$ cat config.mk
export PLATFORM = sky130hd
export DESIGN_NAME = cpuDatapath
export DESIGN_NICKNAME = d
export VERILOG_FILES = /design/src/rtl/datapathPkg.sv /design/src/rtl/restoringDivider.sv /design/src/rtl/busArbiter.sv /design/src/rtl/registerFile.sv /design/src/rtl/memoryInterface.sv /design/src/rtl/arithmeticUnit.sv /design/src/rtl/controlSequencer.sv /design/src/rtl/cpuDatapath.sv
export VERILOG_INCLUDE_DIRS = /design/src /design/src/include
export SDC_FILE = /design/constraint.sdc
export NUM_CORES = 2
export LEC_CHECK = 0
export ABC_AREA = 1
export BUFFER_PORTS_ARGS = -buffer_cell sky130_fd_sc_hd__buf_2
export CORE_MARGIN = 3
export CORE_UTILIZATION = 25
export CTS_CLUSTER_SIZE = 14
export DETAILED_ROUTE_END_ITERATION = 7
export HOLD_SLACK_MARGIN = 0.12
export SLEW_MARGIN = 20
export SYNTH_ARGS = -nofsm -noshare
export SYNTH_HDL_FRONTEND = slang
export SYNTH_SLANG_ARGS = --single-unit
export TNS_END_PERCENT = 100
$ cat constraint.sdc
create_clock -name Clock -period 8.9 [get_ports Clock]
set_input_delay 2.67 -clock Clock [delete_from_list [all_inputs] [get_ports Clock]]
set_output_delay 2.67 -clock Clock [all_outputs]
set_load 0.05 [all_outputs]
$ cat src/include/datapathDefines.svh
`ifndef DATAPATH_DEFINES_SVH
`define DATAPATH_DEFINES_SVH

// ========================================
// datapath sizing.
// ========================================

`define DATA_WIDTH      32
`define REG_COUNT       16
`define REG_INDEX_WIDTH 4

// instruction fields.
`define OPCODE_WIDTH    5
`define IMM_WIDTH       19

`define DIV_STEPS       32 // one quotient bit per cycle.

`endif

$ cat src/rtl/datapathPkg.sv
`include "datapathDefines.svh"

package datapathPkg;

        typedef enum logic [`OPCODE_WIDTH-1:0] {
                ldi, add, sub, andOp, orOp, mul, div, mfhi, mflo, st, halt
        } opcodeT;

        // one fetched word, seen as register or immediate format.
        typedef union packed {
                struct packed {
                        opcodeT                      opcode;
                        logic [`REG_INDEX_WIDTH-1:0] ra;
                        logic [`REG_INDEX_WIDTH-1:0] rb;
                        logic [`REG_INDEX_WIDTH-1:0] rc;
                        logic [14:0]                 unused;
                } rFormat;
                struct packed {
                        opcodeT                      opcode;
                        logic [`REG_INDEX_WIDTH-1:0] ra;
                        logic [`REG_INDEX_WIDTH-1:0] rb;
                        logic [`IMM_WIDTH-1:0]       imm;
                } iFormat;
        } instrWord;

        typedef enum logic [2:0] {
                aluAdd, aluSub, aluAnd, aluOr, aluMul, aluDiv
        } aluOpT;

        typedef struct packed {
                // bus sources.
                logic regOut, pcOut, mdrOut, zLowOut, zHighOut, hiOut, loOut, cOut;
                // bus loads.
                logic regIn, pcIn, irIn, marIn, mdrIn, yIn, zIn, hiIn, loIn;
                logic incPc, read, write;
                aluOpT aluOp;
                logic [`REG_INDEX_WIDTH-1:0] regIndex;
        } controlWord;

        typedef enum logic [2:0] {
                srcReg, srcPc, srcMdr, srcZLow, srcZHigh, srcHi, srcLo, srcImm
        } busSourceT;

endpackage

$ cat src/rtl/restoringDivider.sv
`timescale 1ns/1ns
`include "datapathDefines.svh"

module restoringDivider (
        input  logic                   Clock,
        input  logic                   rst,
        input  logic                   start,
        input  logic [`DATA_WIDTH-1:0] dividend,
        input  logic [`DATA_WIDTH-1:0] divisor,
        output logic [`DATA_WIDTH-1:0] quotient,
        output logic [`DATA_WIDTH-1:0] remainder,
        output logic                   done
);
        logic [`DATA_WIDTH-1:0] quo;
        logic [`DATA_WIDTH-1:0] rem;
        logic [`DATA_WIDTH-1:0] den;
        logic [5:0]             count;
        logic                   busy;
        logic [`DATA_WIDTH:0]   shifted;
        logic [`DATA_WIDTH+1:0] trial;

        // shift in the next dividend bit and try the subtraction.
        assign shifted = {rem, quo[`DATA_WIDTH-1]};
        assign trial   = {1'b0, shifted} - {2'b00, den};

        always_ff @(posedge Clock) begin
                if (rst) begin
                        busy  <= 1'b0;
                        done  <= 1'b0;
                        count <= '0;
                end else begin
                        done <= busy && count == 6'd1;
                        if (start) begin
                                busy  <= 1'b1;
                                count <= 6'(`DIV_STEPS);
                        end else if (busy) begin
                                count <= count - 6'd1;
                                busy  <= count != 6'd1;
                        end
                end
        end

        always_ff @(posedge Clock) begin
                if (start) begin
                        quo <= dividend;
                        rem <= '0;
                        den <= divisor;
                end else if (busy) begin
                        if (trial[`DATA_WIDTH+1]) begin // negative, restore.
                                rem <= shifted[`DATA_WIDTH-1:0];
                                quo <= {quo[`DATA_WIDTH-2:0], 1'b0};
                        end else begin
                                rem <= trial[`DATA_WIDTH-1:0];
                                quo <= {quo[`DATA_WIDTH-2:0], 1'b1};
                        end
                end
        end

        // a zero divisor never restores, so quotient ends all ones.
        assign quotient  = quo;
        assign remainder = rem;

endmodule

$ cat src/rtl/busArbiter.sv
`timescale 1ns/1ns
`include "datapathDefines.svh"

module busArbiter import datapathPkg::*; (
        input  controlWord             control,
        input  logic [`DATA_WIDTH-1:0] regData,
        input  logic [`DATA_WIDTH-1:0] pcData,
        input  logic [`DATA_WIDTH-1:0] mdrData,
        input  logic [`DATA_WIDTH-1:0] zLow,
        input  logic [`DATA_WIDTH-1:0] zHigh,
        input  logic [`DATA_WIDTH-1:0] hiData,
        input  logic [`DATA_WIDTH-1:0] loData,
        input  logic [`DATA_WIDTH-1:0] immData,
        output logic [`DATA_WIDTH-1:0] busData
);
        busSourceT source;
        logic      anySource;

        // fixed priority, register file first.
        always_comb begin
                anySource = 1'b1;
                if (control.regOut)        source = srcReg;
                else if (control.pcOut)    source = srcPc;
                else if (control.mdrOut)   source = srcMdr;
                else if (control.zLowOut)  source = srcZLow;
                else if (control.zHighOut) source = srcZHigh;
                else if (control.hiOut)    source = srcHi;
                else if (control.loOut)    source = srcLo;
                else begin
                        source    = srcImm;
                        anySource = control.cOut; // idle bus reads zero.
                end
        end

        always_comb begin
                case (source)
                        srcReg:   busData = regData;
                        srcPc:    busData = pcData;
                        srcMdr:   busData = mdrData;
                        srcZLow:  busData = zLow;
                        srcZHigh: busData = zHigh;
                        srcHi:    busData = hiData;
                        srcLo:    busData = loData;
                        default:  busData = anySource ? immData : '0;
                endcase
        end

endmodule

$ cat src/rtl/registerFile.sv
`timescale 1ns/1ns
`include "datapathDefines.svh"

module registerFile import datapathPkg::*; (
        input  logic                   Clock,
        input  logic                   rst,
        input  controlWord             control,
        input  logic [`DATA_WIDTH-1:0] busData,
        output logic [`DATA_WIDTH-1:0] regData,
        output logic [`DATA_WIDTH-1:0] hiData,
        output logic [`DATA_WIDTH-1:0] loData
);
        logic [`DATA_WIDTH-1:0] regs [`REG_COUNT];
        logic [`DATA_WIDTH-1:0] hiReg;
        logic [`DATA_WIDTH-1:0] loReg;

        always_ff @(posedge Clock) begin
                if (rst) begin
                        for (int i = 0; i < `REG_COUNT; i++) begin
                                regs[i] <= '0;
                        end
                        hiReg <= '0;
                        loReg <= '0;
                end else begin
                        if (control.regIn) begin
                                regs[control.regIndex] <= busData;
                        end
                        if (control.hiIn) begin
                                hiReg <= busData;
                        end
                        if (control.loIn) begin
                                loReg <= busData;
                        end
                end
        end

        assign regData = regs[control.regIndex]; // same index for read and write.
        assign hiData  = hiReg;
        assign loData  = loReg;

endmodule

$ cat src/rtl/memoryInterface.sv
`timescale 1ns/1ns
`include "datapathDefines.svh"

module memoryInterface import datapathPkg::*; (
        input  logic                   Clock,
        input  logic                   rst,
        input  controlWord             control,
        input  logic [`DATA_WIDTH-1:0] busData,
        input  logic [`DATA_WIDTH-1:0] memReadData,
        output logic [`DATA_WIDTH-1:0] mdrData,
        output logic [`DATA_WIDTH-1:0] memAddress,
        output logic [`DATA_WIDTH-1:0] memWriteData,
        output logic                   memRead,
        output logic                   memWrite
);
        logic [`DATA_WIDTH-1:0] mar;
        logic [`DATA_WIDTH-1:0] mdr;

        always_ff @(posedge Clock) begin
                if (rst) begin
                        mar <= '0;
                        mdr <= '0;
                end else begin
                        if (control.marIn) begin
                                mar <= busData;
                        end
                        if (control.mdrIn) begin
                                mdr <= control.read ? memReadData : busData;
                        end
                end
        end

        // memory answers at mar in the same cycle.
        assign memAddress   = mar;
        assign memRead      = control.read;
        assign memWrite     = control.write;
        assign memWriteData = mdr;
        assign mdrData      = mdr;

endmodule

$ cat src/rtl/arithmeticUnit.sv
`timescale 1ns/1ns
`include "datapathDefines.svh"

module arithmeticUnit import datapathPkg::*; (
        input  logic                   Clock,
        input  logic                   rst,
        input  controlWord             control,
        input  logic [`DATA_WIDTH-1:0] busData,
        output logic [`DATA_WIDTH-1:0] zLow,
        output logic [`DATA_WIDTH-1:0] zHigh,
        output logic                   divDone
);
        logic [`DATA_WIDTH-1:0]   y;
        logic [2*`DATA_WIDTH-1:0] z;
        logic [2*`DATA_WIDTH-1:0] aluResult;
        logic [`DATA_WIDTH-1:0]   quotient;
        logic [`DATA_WIDTH-1:0]   remainder;
        logic                     divStart;

        // ========================================
        // combinational ops, Y against the bus.
        // ========================================

        always_comb begin
                case (control.aluOp)
                        aluAdd:  aluResult = {{`DATA_WIDTH{1'b0}}, y + busData};
                        aluSub:  aluResult = {{`DATA_WIDTH{1'b0}}, y - busData};
                        aluAnd:  aluResult = {{`DATA_WIDTH{1'b0}}, y & busData};
                        aluOr:   aluResult = {{`DATA_WIDTH{1'b0}}, y | busData};
                        aluMul:  aluResult = y * busData; // full 64-bit product.
                        default: aluResult = '0;
                endcase
        end

        assign divStart = control.zIn && control.aluOp == aluDiv;

        restoringDivider i_divider (
                .Clock     (Clock),
                .rst       (rst),
                .start     (divStart),
                .dividend  (y),
                .divisor   (busData),
                .quotient  (quotient),
                .remainder (remainder),
                .done      (divDone)
        );

        // ========================================
        // Y and Z registers.
        // ========================================

        always_ff @(posedge Clock) begin
                if (control.yIn) begin
                        y <= busData;
                end
                if (divDone) begin
                        z <= {remainder, quotient}; // remainder to HI, quotient to LO.
                end else if (control.zIn && !divStart) begin
                        z <= aluResult;
                end
        end

        assign zLow  = z[`DATA_WIDTH-1:0];
        assign zHigh = z[2*`DATA_WIDTH-1:`DATA_WIDTH];

endmodule

$ cat src/rtl/controlSequencer.sv
`timescale 1ns/1ns
`include "datapathDefines.svh"

module controlSequencer import datapathPkg::*; (
        input  logic                   Clock,
        input  logic                   rst,
        input  logic                   start,
        input  logic [`DATA_WIDTH-1:0] busData,
        input  logic                   divDone,
        output controlWord             control,
        output logic [`DATA_WIDTH-1:0] pcData,
        output logic [`DATA_WIDTH-1:0] immData,
        output logic                   halted
);
        logic [`DATA_WIDTH-1:0] pc;
        instrWord               ir;
        logic [2:0]             step;
        logic                   running;
        logic                   divWait;
        logic                   lastStep;
        logic                   advance;
        logic                   haltNow;
        aluOpT                  aluSel;

        assign pcData  = pc;
        assign immData = {{(`DATA_WIDTH-`IMM_WIDTH){ir.iFormat.imm[`IMM_WIDTH-1]}},
                          ir.iFormat.imm};

        always_comb begin
                case (ir.rFormat.opcode)
                        sub:     aluSel = aluSub;
                        andOp:   aluSel = aluAnd;
                        orOp:    aluSel = aluOr;
                        mul:     aluSel = aluMul;
                        div:     aluSel = aluDiv;
                        default: aluSel = aluAdd;
                endcase
        end

        // ========================================
        // step decode into one control word.
        // ========================================

        always_comb begin
                control  = '0;
                lastStep = 1'b0;
                advance  = 1'b1;
                haltNow  = 1'b0;
                if (running) begin
                        case (step)
                        3'd0: begin // fetch.
                                control.pcOut = 1'b1;
                                control.marIn = 1'b1;
                                control.incPc = 1'b1;
                        end
                        3'd1: begin
                                control.read  = 1'b1;
                                control.mdrIn = 1'b1;
                        end
                        3'd2: begin
                                control.mdrOut = 1'b1;
                                control.irIn   = 1'b1;
                        end
                        default: begin
                                case (ir.rFormat.opcode)
                                ldi, mfhi, mflo: begin
                                        control.cOut     = ir.rFormat.opcode == ldi;
                                        control.hiOut    = ir.rFormat.opcode == mfhi;
                                        control.loOut    = ir.rFormat.opcode == mflo;
                                        control.regIn    = 1'b1;
                                        control.regIndex = ir.iFormat.ra;
                                        lastStep         = 1'b1;
                                end
                                add, sub, andOp, orOp, mul, div: begin
                                        control.aluOp = aluSel;
                                        case (step)
                                        3'd3: begin // ra into Y.
                                                control.regOut   = 1'b1;
                                                control.regIndex = ir.rFormat.ra;
                                                control.yIn      = 1'b1;
                                        end
                                        3'd4: begin
                                                control.regOut   = 1'b1;
                                                control.regIndex = ir.rFormat.rb;
                                                control.zIn      = !divWait;
                                                if (aluSel == aluDiv) begin
                                                        advance = divWait && divDone;
                                                end
                                        end
                                        3'd5: begin
                                                control.zLowOut  = 1'b1;
                                                control.regIndex = ir.rFormat.rc;
                                                if (aluSel == aluMul || aluSel == aluDiv) begin
                                                        control.loIn = 1'b1;
                                                end else begin
                                                        control.regIn = 1'b1;
                                                        lastStep      = 1'b1;
                                                end
                                        end
                                        default: begin
                                                control.zHighOut = 1'b1;
                                                control.hiIn     = 1'b1;
                                                lastStep         = 1'b1;
                                        end
                                        endcase
                                end
                                st: begin
                                        control.regIndex = ir.iFormat.ra;
                                        if (step == 3'd3) begin // address from immediate.
                                                control.cOut  = 1'b1;
                                                control.marIn = 1'b1;
                                        end else if (step == 3'd4) begin
                                                control.regOut = 1'b1;
                                                control.mdrIn  = 1'b1;
                                        end else begin
                                                control.write = 1'b1;
                                                lastStep      = 1'b1;
                                        end
                                end
                                halt:    haltNow  = 1'b1;
                                default: lastStep = 1'b1; // unknown opcode.
                                endcase
                        end
                        endcase
                end
        end

        always_ff @(posedge Clock) begin
                if (rst) begin
                        pc      <= '0;
                        step    <= '0;
                        running <= 1'b0;
                        divWait <= 1'b0;
                        halted  <= 1'b0;
                end else if (start) begin
                        pc      <= '0;
                        step    <= '0;
                        running <= 1'b1;
                        divWait <= 1'b0;
                        halted  <= 1'b0;
                end else if (running) begin
                        if (control.incPc) begin
                                pc <= pc + 1'b1;
                        end
                        if (haltNow) begin
                                running <= 1'b0;
                                halted  <= 1'b1;
                                step    <= '0;
                        end else if (advance) begin
                                step <= lastStep ? 3'd0 : step + 3'd1;
                        end
                        if (control.zIn && control.aluOp == aluDiv) begin
                                divWait <= 1'b1; // hold in T4 until the divider finishes.
                        end else if (divDone) begin
                                divWait <= 1'b0;
                        end
                end
        end

        always_ff @(posedge Clock) begin
                if (control.irIn) begin
                        ir <= busData;
                end
        end

endmodule

$ cat src/rtl/cpuDatapath.sv
`timescale 1ns/1ns
`include "datapathDefines.svh"

module cpuDatapath import datapathPkg::*; (
        input  logic                   Clock,
        input  logic                   rst,
        input  logic                   start,
        input  logic [`DATA_WIDTH-1:0] memReadData,
        output logic [`DATA_WIDTH-1:0] memAddress,
        output logic [`DATA_WIDTH-1:0] memWriteData,
        output logic                   memRead,
        output logic                   memWrite,
        output logic                   halted
);
        controlWord             control;
        logic [`DATA_WIDTH-1:0] busData;
        logic [`DATA_WIDTH-1:0] regData, hiData, loData;
        logic [`DATA_WIDTH-1:0] mdrData;
        logic [`DATA_WIDTH-1:0] zLow, zHigh;
        logic [`DATA_WIDTH-1:0] pcData, immData;
        logic                   divDone;

        controlSequencer i_sequencer (
                .Clock (Clock), .rst (rst), .start (start), .busData (busData),
                .divDone (divDone), .control (control), .pcData (pcData),
                .immData (immData), .halted (halted)
        );

        busArbiter i_arbiter (
                .control (control), .regData (regData), .pcData (pcData),
                .mdrData (mdrData), .zLow (zLow), .zHigh (zHigh), .hiData (hiData),
                .loData (loData), .immData (immData), .busData (busData)
        );

        registerFile i_registers (
                .Clock (Clock), .rst (rst), .control (control), .busData (busData),
                .regData (regData), .hiData (hiData), .loData (loData)
        );

        memoryInterface i_memory (
                .Clock (Clock), .rst (rst), .control (control), .busData (busData),
                .memReadData (memReadData), .mdrData (mdrData), .memAddress (memAddress),
                .memWriteData (memWriteData), .memRead (memRead), .memWrite (memWrite)
        );

        arithmeticUnit i_alu (
                .Clock (Clock), .rst (rst), .control (control), .busData (busData),
                .zLow (zLow), .zHigh (zHigh), .divDone (divDone)
        );

endmodule

==> impl_metrics.json <==
{
  "run_status": "finished, violations left",
  "violations": "negative setup slack",
  "hold_violations": 0,
  "vias": 71300,
  "finClkSkew_ns": 0.0559,
  "use_met2_pct": 30.2,
  "final.period_utilization_pct": 108,
  "cts_root_buffer": "clkbuf_16",
  "post_drt_wl_per_cell_um": 21.4,
  "p_per_area_mw_per_mm2": 443,
  "placementRows": 207,
  "die_y_um": 574,
  "ys_warn_count": 0,
  "hpwl_um": 236000,
  "synth_cells": 9941,
  "report.power.total_mw": 44.9,
  "fin_area_sq_mm": 0.101,
  "ctsHtreeMaxLevel": 3,
  "worst_pin_slew_ns": 1.24,
  "drv_cap": 0,
  "setup_tns_ns": -23.17,
  "route.detailed.drc": 0,
  "syn_nets": 11200,
  "fillCellCount": 33600,
  "grt-busiest-layer": "met2",
  "dp.cells": 14700,
  "whs_ns": 0.464,
  "cellLeakagePower_nw": 48.8,
  "layout-drive-gt1-share_pct": 18.9,
  "dieArea_sq_mm": 0.329,
  "period_needed_ns": 9.61,
  "use_met3_pct": 3.75,
  "wirelength_um": 324000,
  "ys_async_sr_fraction_pct": 0,
  "track_usage_pct": 18.9,
  "syn_area_sq_mm": 0.0806,
  "crit_arrival_ns": 10.08,
  "synth_seq_cells": 910,
  "avgSynthCellArea_sq_um": 8.11,
  "final-instance-count-excl-fill": 15100,
  "place_ws_ns": -1.38,
  "grt_max_degree": 75,
  "critPathMaxStageDelay_ns": 0.57,
  "die_x_um": 574,
  "ys_seq_area_share_pct": 31.3,
  "path_max_fanout": 7,
  "postCtsHoldBufs": 0,
  "pin_count": 102,
  "num-nets-final": 12000,
  "rsz0062_at_grt": "true",
  "ant_nets": 0,
  "drt_iter0_drc": 8052,
  "antenna_found_initial": 29,
  "grt_remaining_overflow": 0,
  "clockBufferDepth": 3,
  "fin_ws_ns": -0.713,
  "utilization_pct": 31.7,
  "synth_edf_count": 704,
  "areaGrowthSynthToFinish_pct": 25.6,
  "synth_cell_types": 60,
  "vias_per_cell": 4.72,
  "io_buffers": 101,
  "finalSetupViolCount": 45,
  "detailed_place.area_sq_mm": 0.0925,
  "synth_ff_type": "edfxtp_1",
  "clk_pin_slew_ns": 0.07,
  "core_sq_mm": 0.320,
  "grt_use_met1_pct": 24.4,
  "layout_commonest_cell": "nand2_1",
  "gp_congestion": 0.993,
  "cts_made_buffers": 100,
  "start_kind": "flop",
  "slowest_stage": "fa_2",
  "drt_first_pass_iters": 7,
  "grt_pass1_vias": 69700,
  "worstSetupPathType": "flop to flop",
  "ir_worst_vdd_uv": 1160,
  "finalMaxSlewViolations": 0,
  "hp-class": "flop to flop",
  "endpoint_kind": "flop",
  "cp_data_required_time_ns": 9.36,
  "tritoncts": "done",
  "cts.sinks": 910,
  "initial_core_util_pct": 25.2,
  "slew_headroom_pct": 17.1,
  "max_clock_freq_mhz": 104,
  "grt_pass1_wl_um": 466000,
  "clock_insertion_delay_worst_skew_ns": 0.76,
  "layout_common_cells": "nand2_1 (2449), inv_1 (1948), nor2_1 (970)"
}
## repair_timing
item	CTS	global route
pin swaps	108	150
gates resized for setup	476	352
setup endpoints to repair	52	53
setup buffers	99	65
gates cloned	14	21
## metal layers
metal / part of all wire, % / up-vias
met2: 45 / 3530
met3: 9.6 / 825
met1: 39 / 35000
li1: - / 31900
met4: 6.2 / 14
met5: 0.029 / -
## registers in the layout, summed over array words and instances, names as in the netlist
| register | flops |
|---|---|
| i_alu.i_divider.count | 6 |
| i_alu.z | 64 |
| i_alu.i_divider.den | 32 |
| i_memory.memAddress | 32 |
| i_sequencer.divWait | 1 |
| i_memory.mdrData | 32 |
| i_alu.y | 32 |
| i_sequencer.pcData | 32 |
| i_registers.regs | 512 |
| i_registers.loData | 32 |
| i_alu.i_divider.done | 1 |
| i_registers.hiData | 32 |
| i_alu.i_divider.busy | 1 |
| i_sequencer.ir | 32 |
| i_alu.i_divider.quotient | 32 |
| i_alu.i_divider.remainder | 32 |
| i_sequencer.halted | 1 |
| i_sequencer.step | 3 |
| i_sequencer.running | 1 |
## cell usage after synthesis, drive strengths merged (2+ instances only)
library cell | instances | area (sq um)
fa | 898 | 18000
clkbuf | 332 | 1250
a21oi | 378 | 1900
o22ai | 40 | 250
a22o | 4 | 35.0
clkinv | 16 | 60.1
o2111ai | 15 | 131
inv | 2032 | 7630
nor4 | 25 | 178
o21a | 12 | 90.1
o211ai | 45 | 338
a211oi | 4 | 30.0
nand3 | 122 | 661
dfxtp | 206 | 4120
or2 | 23 | 144
a21o | 11 | 82.6
nor3b | 3 | 22.5
a31oi | 55 | 344
edfxtp | 704 | 21100
xor2 | 50 | 438
buf | 195 | 1060
xnor2 | 25 | 219
o21ai | 370 | 1860
o21bai | 8 | 60.1
nand3b | 172 | 1290
a31o | 2 | 17.5
o31ai | 4 | 35.0
a221oi | 11 | 96.3
nor3 | 42 | 248
a21boi | 14 | 105
nor2 | 1087 | 4160
nand2 | 2621 | 9920
ha | 337 | 4220
o221ai | 6 | 52.6
nand4 | 65 | 422
## cells by family (layout without fill, tap and decap cells)
family                     after synthesis  count (layout)  synth area share [%]
xor gates and xnor gates                75              75                 0.815
other                                    0               9                     0
and+or+nand+nor                       4162            4163                  21.2
adders and majority gates             1235            1235                  27.5
buffers and inverters                 2575            3467                  12.4
DFF                                    910             910                  31.3
AOI/OAI and AO/OA                      984             984                  6.78
## power breakdown
part | switching [mW] | total (mW) | internal, mW
clock network | 1.96 | 4.53 | 2.57
logic | 19.2 | 35.6 | 16.4
registers | 0.0493 | 4.74 | 4.69
## cell type report
class	count	area [sq um]	share of cell area [%]
clock inverter	63	807	0.797
clock buffer	125	2650	2.61
multi-input combinational	6457	48000	47.4
antenna	9	22.5	0.0222
sequential	910	25300	25.0
tap	4284	5360	5.29
timing repair buffer	1231	11400	11.2
inverter	2048	7770	7.68
## worst max-delay path: cells and delay by family (launching register included)
kind,cells,cell delay [ns]
adders and majority gates,9,4.10
buffers and inverters,21,2.20
and+or+nand+nor,17,1.64
AOI/OAI and AO/OA,6,0.84
DFF,1,0.49
## worst paths after layout
kind	cells past startpoint	endpoint	slack, ns	from
setup / recovery	53	i_alu.z[48]	-0.71	i_sequencer.ir[31]
hold / removal	2	i_registers.hiData[7]	0.46	i_registers.hiData[7]
setup reg to reg	53	i_alu.z[48]	-0.71	i_sequencer.ir[31]
hold reg to reg	2	i_registers.hiData[7]	0.46	i_registers.hiData[7]
(Power assumes the default switching activity.)
